File: config.mk
export PLATFORM = sky130hd
export DESIGN_NAME = rtg_scan_ctrl
export DESIGN_NICKNAME = d
export VERILOG_FILES = /design/src/rtl/rtg_pkg.sv /design/src/rtl/rtg_scan_ctrl.sv
export VERILOG_INCLUDE_DIRS = /design/src /design/src/rtl
export SDC_FILE = /design/constraint.sdc
export NUM_CORES = 1
export LEC_CHECK = 0
export ABC_AREA = 1
export BUFFER_PORTS_ARGS = -buffer_cell sky130_fd_sc_hd__buf_4
export CORE_MARGIN = 5
export CORE_UTILIZATION = 35
export CTS_CLUSTER_DIAMETER = 50
export DETAILED_ROUTE_END_ITERATION = 10
export RECOVER_POWER = 100
export SETUP_SLACK_MARGIN = 0.05
export SYNTH_ARGS = -nofsm -noshare
export SYNTH_HDL_FRONTEND = slang
export SYNTH_SLANG_ARGS = --single-unit
File: constraint.sdc
create_clock -name clk -period 3.53 [get_ports clk]
set_input_delay 0.1765 -clock clk [delete_from_list [all_inputs] [get_ports clk]]
set_output_delay 0.1765 -clock clk [all_outputs]
set_load 0.05 [all_outputs]
File: src/rtl/rtg_settings.svh
// Register map, ID word and pipeline constants of the RTG display core, included by RTL and bench
`ifndef RTG_SETTINGS_SVH
`define RTG_SETTINGS_SVH

// --------------------
// Register word index, taken from rs[3:1]
`define RTG_REG_ADDR_HI 3'd0
`define RTG_REG_ADDR_LO 3'd1
`define RTG_REG_FORMAT  3'd2
`define RTG_REG_ENABLE  3'd3
`define RTG_REG_HSIZE   3'd4
`define RTG_REG_VSIZE   3'd5
`define RTG_REG_STRIDE  3'd6
`define RTG_REG_ID      3'd7

// rs bit that switches from the register window to the palette window
`define RTG_PAL_SEL_BIT 10

// Fixed ID 50, version 01
`define RTG_ID_WORD 16'h5001

// --------------------
// Palette size and scan/pipeline timing
`define RTG_CLUT_DEPTH 256
`define RTG_LINE_GAP   4
`define RTG_PIPE_LAT   3

`endif

File: src/rtl/rtg_pkg.sv
// Types shared by the RTG display core, referenced by scoped name from each module
package rtg_pkg;

	// Pixel format codes, other values give black pixels
	typedef enum logic [5:0] {
		FMT_CLUT8  = 6'd0,
		FMT_RGB565 = 6'd1,
		FMT_RGB888 = 6'd2
	} rtg_fmt_e;

	// Scan controller states
	typedef enum logic [1:0] {
		IDLE,
		ACTIVE,
		LINE_GAP
	} rtg_scan_state_e;

	// --------------------
	// Mode as held by the register block
	typedef struct packed {
		logic        ena;
		logic [31:0] base;
		logic [5:0]  format;
		logic [11:0] hsize;
		logic [11:0] vsize;
		logic [13:0] stride;
	} rtg_mode_t;

	// One pixel step from the controller
	typedef struct packed {
		logic step;
		logic first_x;
		logic first_y;
		logic last;
	} rtg_scan_t;

	// Marks that ride along with an outstanding framebuffer read
	typedef struct packed {
		logic       valid;
		logic [1:0] lane;
		logic       sol;
		logic       sof;
	} rtg_fetch_t;

	// Output pixel stream
	typedef struct packed {
		logic        valid;
		logic        sol;
		logic        sof;
		logic [23:0] rgb;
	} rtg_pix_t;

endpackage

File: src/rtl/rtg_scan_ctrl.sv
// Scan FSM of the RTG core, stepping x/y over the frame and marking line and frame starts
`timescale 1ns/1ps
`include "rtg_settings.svh"

module rtg_scan_ctrl (
	input  logic               clk,
	input  logic               reset,
	input  rtg_pkg::rtg_mode_t mode,
	output rtg_pkg::rtg_scan_t scan,
	output logic               busy
);

	rtg_pkg::rtg_scan_state_e state;
	logic [11:0] x;
	logic [11:0] y;
	logic [11:0] hsize_q;
	logic [11:0] vsize_q;
	logic [7:0]  gap_cnt;
	logic        start_ok;
	logic        line_end;
	logic        frame_end;
	logic        gap_done;
	logic        frame_start;

	// Zero sizes would never finish a line, so they keep the scan idle
	assign start_ok  = mode.ena && (mode.hsize != 12'd0) && (mode.vsize != 12'd0);
	assign line_end  = (x == hsize_q - 12'd1);
	assign frame_end = (y == vsize_q - 12'd1);
	assign gap_done  = (state == rtg_pkg::LINE_GAP) && (gap_cnt == 8'd0);
	// New frame from idle, or back to back after the last line gap
	assign frame_start = start_ok && ((state == rtg_pkg::IDLE) || (gap_done && frame_end));

	// --------------------
	// State and counters
	always_ff @(posedge clk) begin
		if (reset) begin
			state   <= rtg_pkg::IDLE;
			x       <= 12'd0;
			y       <= 12'd0;
			gap_cnt <= 8'd0;
		end else begin
			case (state)
			rtg_pkg::IDLE: begin
				if (frame_start) begin
					state <= rtg_pkg::ACTIVE;
					x     <= 12'd0;
					y     <= 12'd0;
				end
			end
			rtg_pkg::ACTIVE: begin
				if (line_end) begin
					x       <= 12'd0;
					gap_cnt <= 8'(`RTG_LINE_GAP - 1);
					state   <= rtg_pkg::LINE_GAP;
				end else begin
					x <= x + 12'd1;
				end
			end
			rtg_pkg::LINE_GAP: begin
				if (!gap_done) begin
					gap_cnt <= gap_cnt - 8'd1;
				end else if (!frame_end) begin
					y     <= y + 12'd1;
					state <= rtg_pkg::ACTIVE;
				end else if (frame_start) begin
					y     <= 12'd0;
					state <= rtg_pkg::ACTIVE;
				end else begin
					state <= rtg_pkg::IDLE;
				end
			end
			default: state <= rtg_pkg::IDLE;
			endcase
		end
	end

	// Frame size sampled once per frame
	always_ff @(posedge clk) begin
		if (frame_start) begin
			hsize_q <= mode.hsize;
			vsize_q <= mode.vsize;
		end
	end

	// --------------------
	// One step per active cycle
	assign scan = '{
		step:    (state == rtg_pkg::ACTIVE),
		first_x: (x == 12'd0),
		first_y: (y == 12'd0),
		last:    line_end && frame_end
	};

	assign busy = (state != rtg_pkg::IDLE);

endmodule

==> results.txt, run 1 <==
The initial antenna violation count came to 0. The total core area is around 11000 um^2. The number of pins with negative max-slew slack in the final report came to 0.

The combined global-route utilization of all metal layers came out at 15.0%. The worst path setup slack after routing is around 0.49 ns. Clock-pin slew was measured on the worst setup and hold paths at around 0.050 ns. The worst slew slack as a fraction of its limit came out at approximately three fifths. The hold slack is between 0.05 and 0.06 ns. Measured in cells, the most critical reg-to-reg path has a length of 12. The largest total area in the synthesized netlist belongs to edfxtp_1.

The min-delay analysis places its worst path in the category in2reg. The final net count came out at approximately 690. Broken down by cell family, the worst path's largest delay share belongs to simple AND/OR/NAND/NOR gates. The post-route netlist has 8.91% of its cells at a drive strength greater than 1. The cell sitting at the root of the clock tree is a clkbuf_16.

The global placer's final weighted congestion came out at just under 0.9. The total power of the final layout is 2.48 mW. The Yosys warning count is 0. The share of the cycle needed by the critical path after routing is between 80% and 90%.

The iteration-0 DRC count of the detailed router is between 150 and 200. CTS saw 58 sinks. The worst setup path is of the reg2out kind. The number of register bits inferred by synthesis came out at 58. The global-route wire length before repair is approximately 16 mm.

The count of inserted antenna diode cells is 0. The detailed-route vias per instance is approximately 4.9. The die span in y is 116 um. The power per cell area came out at roughly 550 nW/um^2.

The data arrival at the endpoint of the critical path came out at ~2.9 ns. The clock passes through at most 2 buffers. The maximum clock frequency came out at 328 MHz. The global-route track usage on met1 came out at between 10% and 20%.

The remaining antenna violation count after routing is 0. The largest individual stage delay along the critical path comes from the cell clkbuf_1. For this run, the slowest stage of the critical path takes between 0.5 and 0.6 ns. The startpoint identified for the worst register-to-register timing path is vsize_q[0]. The post-CTS setup repair buffer count came out at 0. The flow ran to the end, and the final reports show no timing, DRC or antenna violations. The register-to-register path setup slack is 0.70 ns.

Following the worst setup path forward leads to its endpoint at scan[0]. The average cell area after synthesis is about 7 um^2. The clock reaches the later pin of the worst-skew pair after between 0.3 and 0.4 ns.

The worst path needs a little over 3 ns of the cycle, external delays included. In this run the worst path has a maximum fanout of 8. The sequential cell area fraction in the yosys report came out at between 30% and 40%. The floorplan die width came out at about 120 um. Counting buffers and inverters, the worst setup path is 12 cells deep. Compared with the post-synthesis result, the final layout area differs by 14.3%.

The die covers around 13000 um^2. The count of buffers inserted at the top-level ports is 31. The floorplan has 38 rows.

STA classifies the critical path endpoint as an output pin. Setup repair after global routing left no endpoint under its margin. The synthesized netlist cell count is 567.

The hold violation count in the final report is 0. The effective utilization at floorplan came out at roughly 36%. Summed over all layers, the global routing overflow is 0. The total I/O pin count came out at between 80 and 90. The per-cell routed wire length came out at about 13 um.

Entering global routing, the biggest net connects 25 pins. The remaining routing DRC violations came out at 0. The number of buffer and inverter instances along the worst setup path came out at 2.

The number of filler cells placed in the layout came out at 1179. The H-tree level count is 3. The reported max-cap violation count is 0.

The HPWL reported at the end of detailed placement is 7.24 mm. The TritonCTS clock tree is done. The number of clock buffers inserted by TritonCTS came out at 9. The worst IR drop on VDD came out at roughly 0.24 mV. The post-cts hold buffer count is 0.

At the pin with the least slew margin, the transition time is 0.626 ns. The pre-CTS setup slack came out at 0.851 ns. The first-pass detailed-route iteration total is 5. When the netlist entered floorplanning its net count stood at between 600 and 700. The most critical setup path has its startpoint at hsize_q[0].

After synthesis, the netlist uses 36 different library cells. The largest clock skew in the final design is 0.00625 ns. The via count of the first global-routing pass was ~3600. The analysis attributes to cell leakage a power of about 2.0 nW. The met3 routing resource usage after global routing is 3.29%. The share of the synthesized area in the top cell type is between 10% and 20%. The routed design has around 9.5 mm of wire. The via count is around 3700. met2 is the most crowded layer. The setup TNS after final layout came out at 0 ns. The fraction of met2 tracks used by global routing came out at 26.7%. The total of cells resized after clock tree synthesis came out at 0. In the post-synthesis netlist, the biggest area contributors are edfxtp_1 18%, dfxtp_1 17%, nand2_1 13%, nand3_1 8.7%, inv_1 6.8%. The end of the worst register-to-register path is vsize_q[1].

The cell area after technology mapping is 3920 um^2. The kind of start point of the critical path is a flip-flop. Setup violations remaining at the end of the flow were counted as 0. The data required time at the worst endpoint is between 3 and 4 ns. Traced cell by cell, the critical path runs through inv_1 > ha_1 > nand2_1 > nand2_1 > nor2_1 > nand2_1 > nor2_1 > nand3_1 > nor3_1 > nand3_1 > nor2_1 > clkbuf_1.
flip-flops by register name, indices dropped and copies added, names as in the netlist:
signal,flops
gap_cnt,8
y,12
hsize_q,12
vsize_q,12
state,2
x,12
cells by family (layout without fill, tap and decap cells):
group	Yosys count	in the layout	share of synthesized area, %
AO/OA/AOI/OAI	43	43	5.93
adder cells (fa/ha/maj)	8	8	2.55
AND/OR/NAND/NOR	336	336	39.3
XOR/XNOR	33	33	7.37
flip-flops	58	58	35.7
buffers and inverters	89	128	9.12
per-layer routing:
layer  vias to the layer above  wire length (um)  share of wire, %
li1                       1904                 -                 -
met1                      1715              4300                45
met2                        58              4800                50
met3                         9               293               3.1
met4                         0               129               1.4
met5                         -                 0                 0
cell usage in the layout, fill, tap and decap left out, types with 9 or more instances in the layout:
master and n:
o21ai_0 17, edfxtp_1 24, clkbuf_4 14, clkbuf_1 17, nand3_1 71, xor2_1 26
clkbuf_16 9, nor2_1 72, dfxtp_1 34, nand4_1 17, a21oi_1 21, inv_1 72
nor3_1 9, nand2_1 142
power breakdown:
part           switching (mW)  internal (mW)  total, mW  leakage, nW
Combinational           0.477          0.235      0.713         1.31
Sequential             0.0974          0.794      0.892        0.501
Clock                   0.295          0.584      0.879        0.147
Total                   0.870           1.61       2.48         1.95
synthesized netlist by cell type:
cell,count
nor4_1,4
o21bai_1,1
xnor2_1,7
o221ai_1,1
nor2_1,71
nand2_1,137
clkbuf_1,1
nand3_1,68
inv_1,71
dfxtp_1,34
nor3b_1,1
and2_1,2
inv_2,6
nand2_2,4
o21ai_2,1
buf_6,1
clkinv_1,2
nand3b_1,3
or2_2,1
nor3_2,2
nand4_1,17
nor2_4,2
nor3_1,8
a21oi_1,21
a21oi_2,2
buf_4,1
xor2_1,26
nand2_4,2
o21ai_0,17
nand3_2,6
edfxtp_1,24
buf_2,4
nor2_2,8
clkbuf_2,2
ha_1,8
inv_6,1
worst min path at each step:
stage | start | to | depth (start not counted)
2_1_floorplan | reset | y[1] | 1
5_1_grt | mode[28] | hsize_q[2] | 1
6_report | mode[32] | hsize_q[6] | 1
3_5_place_dp | mode[28] | hsize_q[2] | 1
4_1_cts | mode[25] | vsize_q[11] | 1
3_3_place_gp | mode[17] | vsize_q[3] | 1
cell type report:
| type | count | area (um^2) | share of cell area, % |
|---|---|---|---|
| clock buffer | 14 | 264 | 5.89 |
| clock inverter | 2 | 35.0 | 0.781 |
| inverter | 80 | 305 | 6.81 |
| multi-input combinational | 420 | 2120 | 47.3 |
| sequential | 58 | 1400 | 31.3 |
| tap | 140 | 175 | 3.91 |
| timing repair buffer | 32 | 184 | 4.10 |
through the flow:
stage          instance area [um^2]  cells  util (%)
3_3_place_gp                   4290    730      39.2
3_5_place_dp                   4290    730      39.2
2_1_floorplan                  3920    567         -
4_1_cts                        4580    746      41.9
5_1_grt                        4480    746      41.0
6_report                       4480    746      41.0
Power figures use the tool's default switching activity.
==> inputs of run 2 (changes only) <==
CORE_MARGIN = 1.5   (was 5)
CORE_UTILIZATION = 45   (was 35)
PLACE_DENSITY = 0.68   (was unset)
==> results.txt, run 2 (same netlist as run 1, synthesis figures left out) <==
Run status: finished clean (unchanged). The internal power component was 1.35 mW (was 1.61 mW). The kind of start point of the critical path is a flip-flop (unchanged). The HPWL reported at the end of detailed placement came out at 6.72 mm (was 7.24 mm). The maximum clock frequency was 341 MHz (was 328 MHz).

The maximum number of pins on one net before global-route repair is 25 (unchanged). The growth of design area from synthesis to finish is 10.7% (was 14.3%). The total die area came out at 9290 um^2 (was 13400 um^2). The root buffer selected by CTS is clkbuf_8 (was clkbuf_16). The combined global-route utilization of all metal layers came out at 20.8% (was 15.0%). The number of cells in the finished layout apart from fillers is 711 (was 746). The startpoint of the worst-slack reg-to-reg timing path is vsize_q[0] (unchanged). The sum of overflow across all layers after global routing is 0 (unchanged). The remaining routing DRC violations came out at 0 (unchanged).

The number of placed cells counting well taps came to 695 (was 730). The switching power came out at 0.863 mW (was 0.870 mW). The total setup violations reported at the end of the flow came out at 0 (unchanged). The post-CTS setup repair buffer count is 0 (unchanged). The total of cells resized after clock tree synthesis is 0 (unchanged). The post-cts hold buffer count is 0 (unchanged). The pre-CTS setup slack is 0.864 ns (was 0.851 ns). The sum of routed wire length over all layers came out at 8.79 mm (was 9.52 mm). The iteration-0 DRC count of the detailed router came out at 117 (was 166). The share of final-layout standard cells stronger than drive strength 1 is 9.74% (was 8.91%).

The clock transition at the register clock pins on the worst setup and hold paths after CTS came to 0.08 ns (was 0.05 ns). The total power of the final layout came out at 2.22 mW (was 2.48 mW). The worst slew slack as a fraction of its limit is 60.5% (was 58.4%). The clock period minus worst slack is 2.94 ns (was 3.04 ns).

The reported max-cap violation count came out at 0 (unchanged). The total I/O pin count is 84 (unchanged). The die span in y is 96.4 um (was 116 um). The power per cell area came to 510 nW/um^2 (was 554 nW/um^2).

The initial antenna violation count is 0 (unchanged). Top library cells by usage in the layout, fill and taps aside: 142 x nand2_1, 72 x inv_1, 72 x nor2_1 (unchanged). The detailed-route vias per instance is 5.06 (was 4.94). The start point of the critical path is vsize_q[0] (was hsize_q[0]).

The combinational share of power is 32.1% (was 28.7%). The worst path setup slack after routing came out at 0.594 ns (was 0.485 ns). The actual transition at the worst max-transition pin came out at 0.595 ns (was 0.626 ns). The count of inserted antenna diode cells came out at 0 (unchanged).

The first-pass detailed-route iteration total is 4 (was 5). The floorplan die width was 96.4 um (was 116 um). The number of sinks on the clock net came out at 58 (unchanged). The worst IR drop on VDD is 0.252 mV (was 0.243 mV). The worst hold path depth is 1 (unchanged). The share of the cycle needed by the critical path after routing is 83.2% (was 86.2%). The H-tree level count came out at 3 (unchanged).

The portion of total power attributed to sequential cells came out at 40.1% (was 35.9%). The maximum number of buffers from clock root to sink came to 2 (unchanged). The number of clock buffers inserted by TritonCTS came out at 9 (unchanged). The global-route wire length before repair is 14.8 mm (was 16.2 mm).

The effective utilization at floorplan came out at 47.0% (was 35.9%). The switching share of power came out at 38.9% (was 35.0%). The depth of the worst register-to-register path was 12 (unchanged). The hold violation count in the final report is 0 (unchanged). The remaining antenna violation count after routing came out at 0 (unchanged). Unrepaired setup endpoints after global routing: false (unchanged). The largest clock skew in the final design is 0.00975 ns (was 0.00625 ns). The per-cell routed wire length is 12.4 um (was 12.8 um).

The setup TNS after final layout came out at 0 ns (unchanged). The count of buffers inserted at the top-level ports is 31 (unchanged). The via count of the first global-routing pass came out at 3368 (was 3593).

The final net count is 688 (unchanged). The maximum fanout encountered on the critical timing path was 5 (was 8). The data arrival at the endpoint of the critical path came out at 2.76 ns (was 2.87 ns). The leakage power came out at 1.91 nW (was 1.95 nW).

The TritonCTS clock tree was done (unchanged). The hold path startpoint is mode[19] (was mode[32]). The clock network latency to the later pin of the worst-skew pair is 0.34 ns (was 0.33 ns). The part of the total power dissipated in the clock network is 27.8% (was 35.4%). The data required time at the worst endpoint was 3.35 ns (about the same).

The via count is 3599 (was 3686). The number of pins with negative max-slew slack in the final report is 0 (unchanged). The kind of capture point of the worst setup path is an output pin (unchanged).

The category of the critical setup timing path was reg2out (unchanged). The type of the most critical hold path is in2reg (unchanged). The standard-cell row count is 33 (was 38). The global placer's final weighted congestion came out at 0.808 (was 0.878). The most common library cell in the layout ignoring fill and taps was nand2_1 (unchanged).

The total core area came out at 8340 um^2 (was 10900 um^2).
==> run 2: cell types whose count changed in the layout (fill, tap and decap cells not counted), sizes merged <==
| cell | change |
|---|---|
| clkbuf | -4 |
| buf | -1 |
| clkinv | +4 |
| clkinvlp | +1 |
==> run 2: final timing paths <==
kind,slack [ns],end
max,0.59,scan[0]
min,0.04,vsize_q[5]
max reg2reg,0.68,vsize_q[11]
min reg2reg,0.52,x[11]
==> run 2: worst max-delay path, stage by stage, from the launching register on <==
cell and delay [ns]:
edfxtp_1 0.41, inv_1 0.16, ha_1 0.27, nand2_1 0.13, nor2_1 0.23, xor2_1 0.24, nand2_1 0.09, nor2_1 0.10
nand2_1 0.15, nor2_1 0.15, clkbuf_1 0.48
==> run 2: through the flow <==
| stage | util, % | hold WS (ns) | area (um^2) |
|---|---|---|---|
| 2_1_floorplan | - | 0.246 | 3920 |
| 3_3_place_gp | 50.9 | 0.364 | 4240 |
| 3_5_place_dp | 50.9 | 0.366 | 4240 |
| 4_1_cts | 53.2 | 0.00295 | 4440 |
| 5_1_grt | 52.1 | 0.0286 | 4340 |
| 6_report | 52.1 | 0.0384 | 4340 |
==> run 2: area by class of cell <==
type                    instances  area [um^2]
clock inverters                 7         70.1
inverters                      80          305
flip-flops and latches         58         1400
well taps                     105          131
fillers                       844         4000
multi-input cells             420         2120
clock buffers                   9          124
repair buffers                 32          191
==> run 2: power groups by stage <==
stage | clock [mW] | combinational (mW) | sequential [mW]
6_report | 0.616 | 0.711 | 0.889
3_5_place_dp | 0 | 0.738 | 0.904
2_1_floorplan | 0 | 0.594 | 0.869
4_1_cts | 0.627 | 0.743 | 0.889
5_1_grt | 0.653 | 0.813 | 0.900
3_3_place_gp | 0 | 0.721 | 0.900
==> run 2: routing by layer <==
layer	global-route usage (%)	wire (um)	share of wire, %
met1	23.9	3980	45
met2	37.9	4370	50
met3	3.16	233	2.7
met4	9.42	210	2.4
met5	0	0	0
==> inputs of run 3 (changes only) <==
clock period = 3.1 ns   (was 3.53 ns; I/O delays follow)
==> results.txt, run 3 (same netlist as run 1, synthesis figures left out) <==
The sum of overflow across all layers after global routing is 0 (unchanged). The growth of design area from synthesis to finish is 17.6% (was 10.7%). The clock period minus worst slack is approximately 2.8 ns. The hold violation count in the final report is 0 (unchanged). The worst IR drop on VDD is 0.368 mV (was 0.252 mV). The most common library cell in the layout ignoring fill and taps is nand2_1 (unchanged). The area taken by flip-flops and latches came out at 1400 um^2 (unchanged). The cell that appears most often on the critical path is nand2_1. The post-CTS setup repair buffer count came out at 0 (unchanged). The kind of cell adding the most delay to the critical path was simple AND/OR/NAND/NOR gates (unchanged).

The hold path startpoint is reset (was mode[19]). The via count came out at 3805 (was 3599). The combinational share of power came out at 33.1% (was 32.1%). The number of pins with negative max-slew slack in the final report came out at 0 (unchanged). The TritonCTS clock tree is done (unchanged). The master of the slowest instance on the critical path is edfxtp_1 (was clkbuf_1). Unrepaired setup endpoints after global routing: false (unchanged).

The first-pass detailed-route iteration total came to 6 (was 4). The actual transition at the worst max-transition pin is 0.608 ns (was 0.595 ns). The number of clock buffers inserted by TritonCTS was 9 (unchanged).

The via count of the first global-routing pass came out at 3686 (was 3368). The total power of the final layout is 2.56 mW (was 2.22 mW). The share of final-layout standard cells stronger than drive strength 1 is 10.1% (was 9.74%).

The maximum number of pins on one net before global-route repair is 25 (unchanged). The initial antenna violation count came out at 0 (unchanged). Run status: finished clean (unchanged). The power per cell area came out at 556 nW/um^2 (was 510 nW/um^2). The remaining antenna violation count after routing is 0 (unchanged). The total I/O pin count is 84 (unchanged).

The count of buffers inserted at the top-level ports was 31 (unchanged). The H-tree level count came to 3 (unchanged). The root buffer selected by CTS is clkbuf_8 (unchanged).

The maximum number of buffers from clock root to sink came to 2 (unchanged). The switching share of power is 38.1% (was 38.9%). The effective utilization at floorplan came out at 47.0% (unchanged). The setup TNS after final layout is 0 ns (unchanged). The HPWL reported at the end of detailed placement came out at 6.88 mm (was 6.72 mm). The area of placed instances is 4250 um^2 (was 4240 um^2). The kind of start point of the critical path is a flip-flop (unchanged). The die span in y came out at 96.4 um (unchanged). The number of buffer and inverter instances along the worst setup path came out at 3 (was 2). The sum of routed wire length over all layers came out at 9.48 mm (was 8.79 mm). The final net count came out at 713 (was 688). Timing would allow up to ~360 MHz.

The remaining routing DRC violations came out at 0 (unchanged). Top library cells by usage in the layout, fill and taps aside: 139 x nand2_1, 72 x inv_1, 72 x nor2_1 (was 142 x nand2_1, 72 x inv_1, 72 x nor2_1). The worst slew slack as a fraction of its limit is 59.6% (was 60.5%). The part of the total power dissipated in the clock network is 27.4% (was 27.8%). The register-to-register path setup slack is 0.33 ns (was 0.68 ns). The kind of capture point of the worst setup path is a flip-flop (was output pin). The number of sinks on the clock net is 58 (unchanged). The clock network latency to the later pin of the worst-skew pair is 0.34 ns (about the same). The iteration-0 DRC count of the detailed router is 121 (was 117). The number of filler cells placed in the layout is 809 (was 844). The delay of the slowest critical-path stage came to 0.42 ns (was 0.48 ns). The hold slack came out at 0.0747 ns (was 0.0384 ns).

The total core area is 8340 um^2 (unchanged). The share of the cycle needed by the critical path after routing is about nine tenths. The final standard cell area without fillers came out at 4610 um^2 (was 4340 um^2). The count of inserted antenna diode cells came out at 0 (unchanged). The number of cells in the finished layout apart from fillers is 736 (was 711). The portion of total power attributed to sequential cells was 39.5% (was 40.1%).

The clock transition at the register clock pins on the worst setup and hold paths after CTS came out at 0.07 ns (was 0.08 ns). The start point of the critical path is vsize_q[0] (unchanged). The maximum fanout encountered on the critical timing path came out at 24 (was 5). The total of cells resized after clock tree synthesis was 0 (unchanged).

The floorplan die width came out at 96.4 um (unchanged). The number of placed cells counting well taps is 696 (was 695). The standard-cell row count came out at 33 (unchanged). The leakage power is 2.02 nW (was 1.91 nW). The per-cell routed wire length is 12.9 um (was 12.4 um). The type of the most critical hold path is in2reg (unchanged). The internal power component is 1.59 mW (was 1.35 mW). The data arrival at the endpoint of the critical path came to 2.78 ns (was 2.76 ns). The data required time at the worst endpoint came to 3.11 ns (was 3.35 ns). The multi-input logic area is 2130 um^2 (was 2120 um^2). The global placer's final weighted congestion came out at 0.819 (was 0.808). The detailed-route vias per instance is 5.17 (was 5.06).

The total die area came to 9290 um^2 (unchanged). The post-cts hold buffer count is 22 (was 0). The startpoint of the worst-slack reg-to-reg timing path was vsize_q[0] (unchanged). Series of cell instances along the critical path: inv_1 > ha_1 > nand2_2 > nor2_1 > nand3_1 > nand2_1 > nand4_1 > nor2_1 > nand2_1 > nand2_1 > nand2_2 > inv_1 > buf_4 (was inv_1 > ha_1 > nand2_1 > nor2_1 > xor2_1 > nand2_1 > nor2_1 > nand2_1 > nor2_1 > clkbuf_1).

The switching power came out at 0.977 mW (was 0.863 mW). The category of the critical setup timing path was reg2reg (was reg2out). The reported max-cap violation count is 0 (unchanged). The largest clock skew in the final design is 0.00939 ns (was 0.00975 ns). The combined global-route utilization of all metal layers came out at 22.2% (was 20.8%). The global-route wire length before repair is 15.8 mm (was 14.8 mm). The total setup violations reported at the end of the flow is 0 (unchanged).
-- run 3: power groups by stage --
| stage | registers, mW | logic (mW) | clock network [mW] |
|---|---|---|---|
| 3_5_place_dp | 1.03 | 0.846 | 0 |
| 4_1_cts | 1.01 | 0.875 | 0.722 |
| 6_report | 1.01 | 0.848 | 0.702 |
| 5_1_grt | 1.03 | 0.960 | 0.751 |
| 2_1_floorplan | 0.989 | 0.676 | 0 |
| 3_3_place_gp | 1.02 | 0.826 | 0 |
-- run 3: path summary, 6_finish.rpt --
path                  to  depth (start not counted)
max          vsize_q[11]                         13
min           gap_cnt[3]                          2
max reg2reg  vsize_q[11]                         13
min reg2reg        x[11]                          2
-- run 3: final cells by class --
type                    instances  area share, %
clock inverters                 5           1.17
well taps                     105           2.85
inverters                      80           6.62
repair buffers                 57           9.71
flip-flops and latches         58           30.4
multi-input cells             420           46.2
clock buffers                  11           3.07
-- run 3: through the flow --
stage	utilization [%]	setup WS (ns)
final	55.3	0.330
after global routing	55.3	0.110
after CTS	55.9	0.407
after global placement	50.9	0.458
after detailed placement	50.9	0.426
after floorplan	-	0.635
-- run 3: layer usage --
| metal | share of wire, % | track usage (%) |
|---|---|---|
| met5 | 0 | 0 |
| met4 | 2.1 | 8.33 |
| met3 | 3.3 | 5.77 |
| met2 | 52 | 41.4 |
| met1 | 42 | 23.9 |
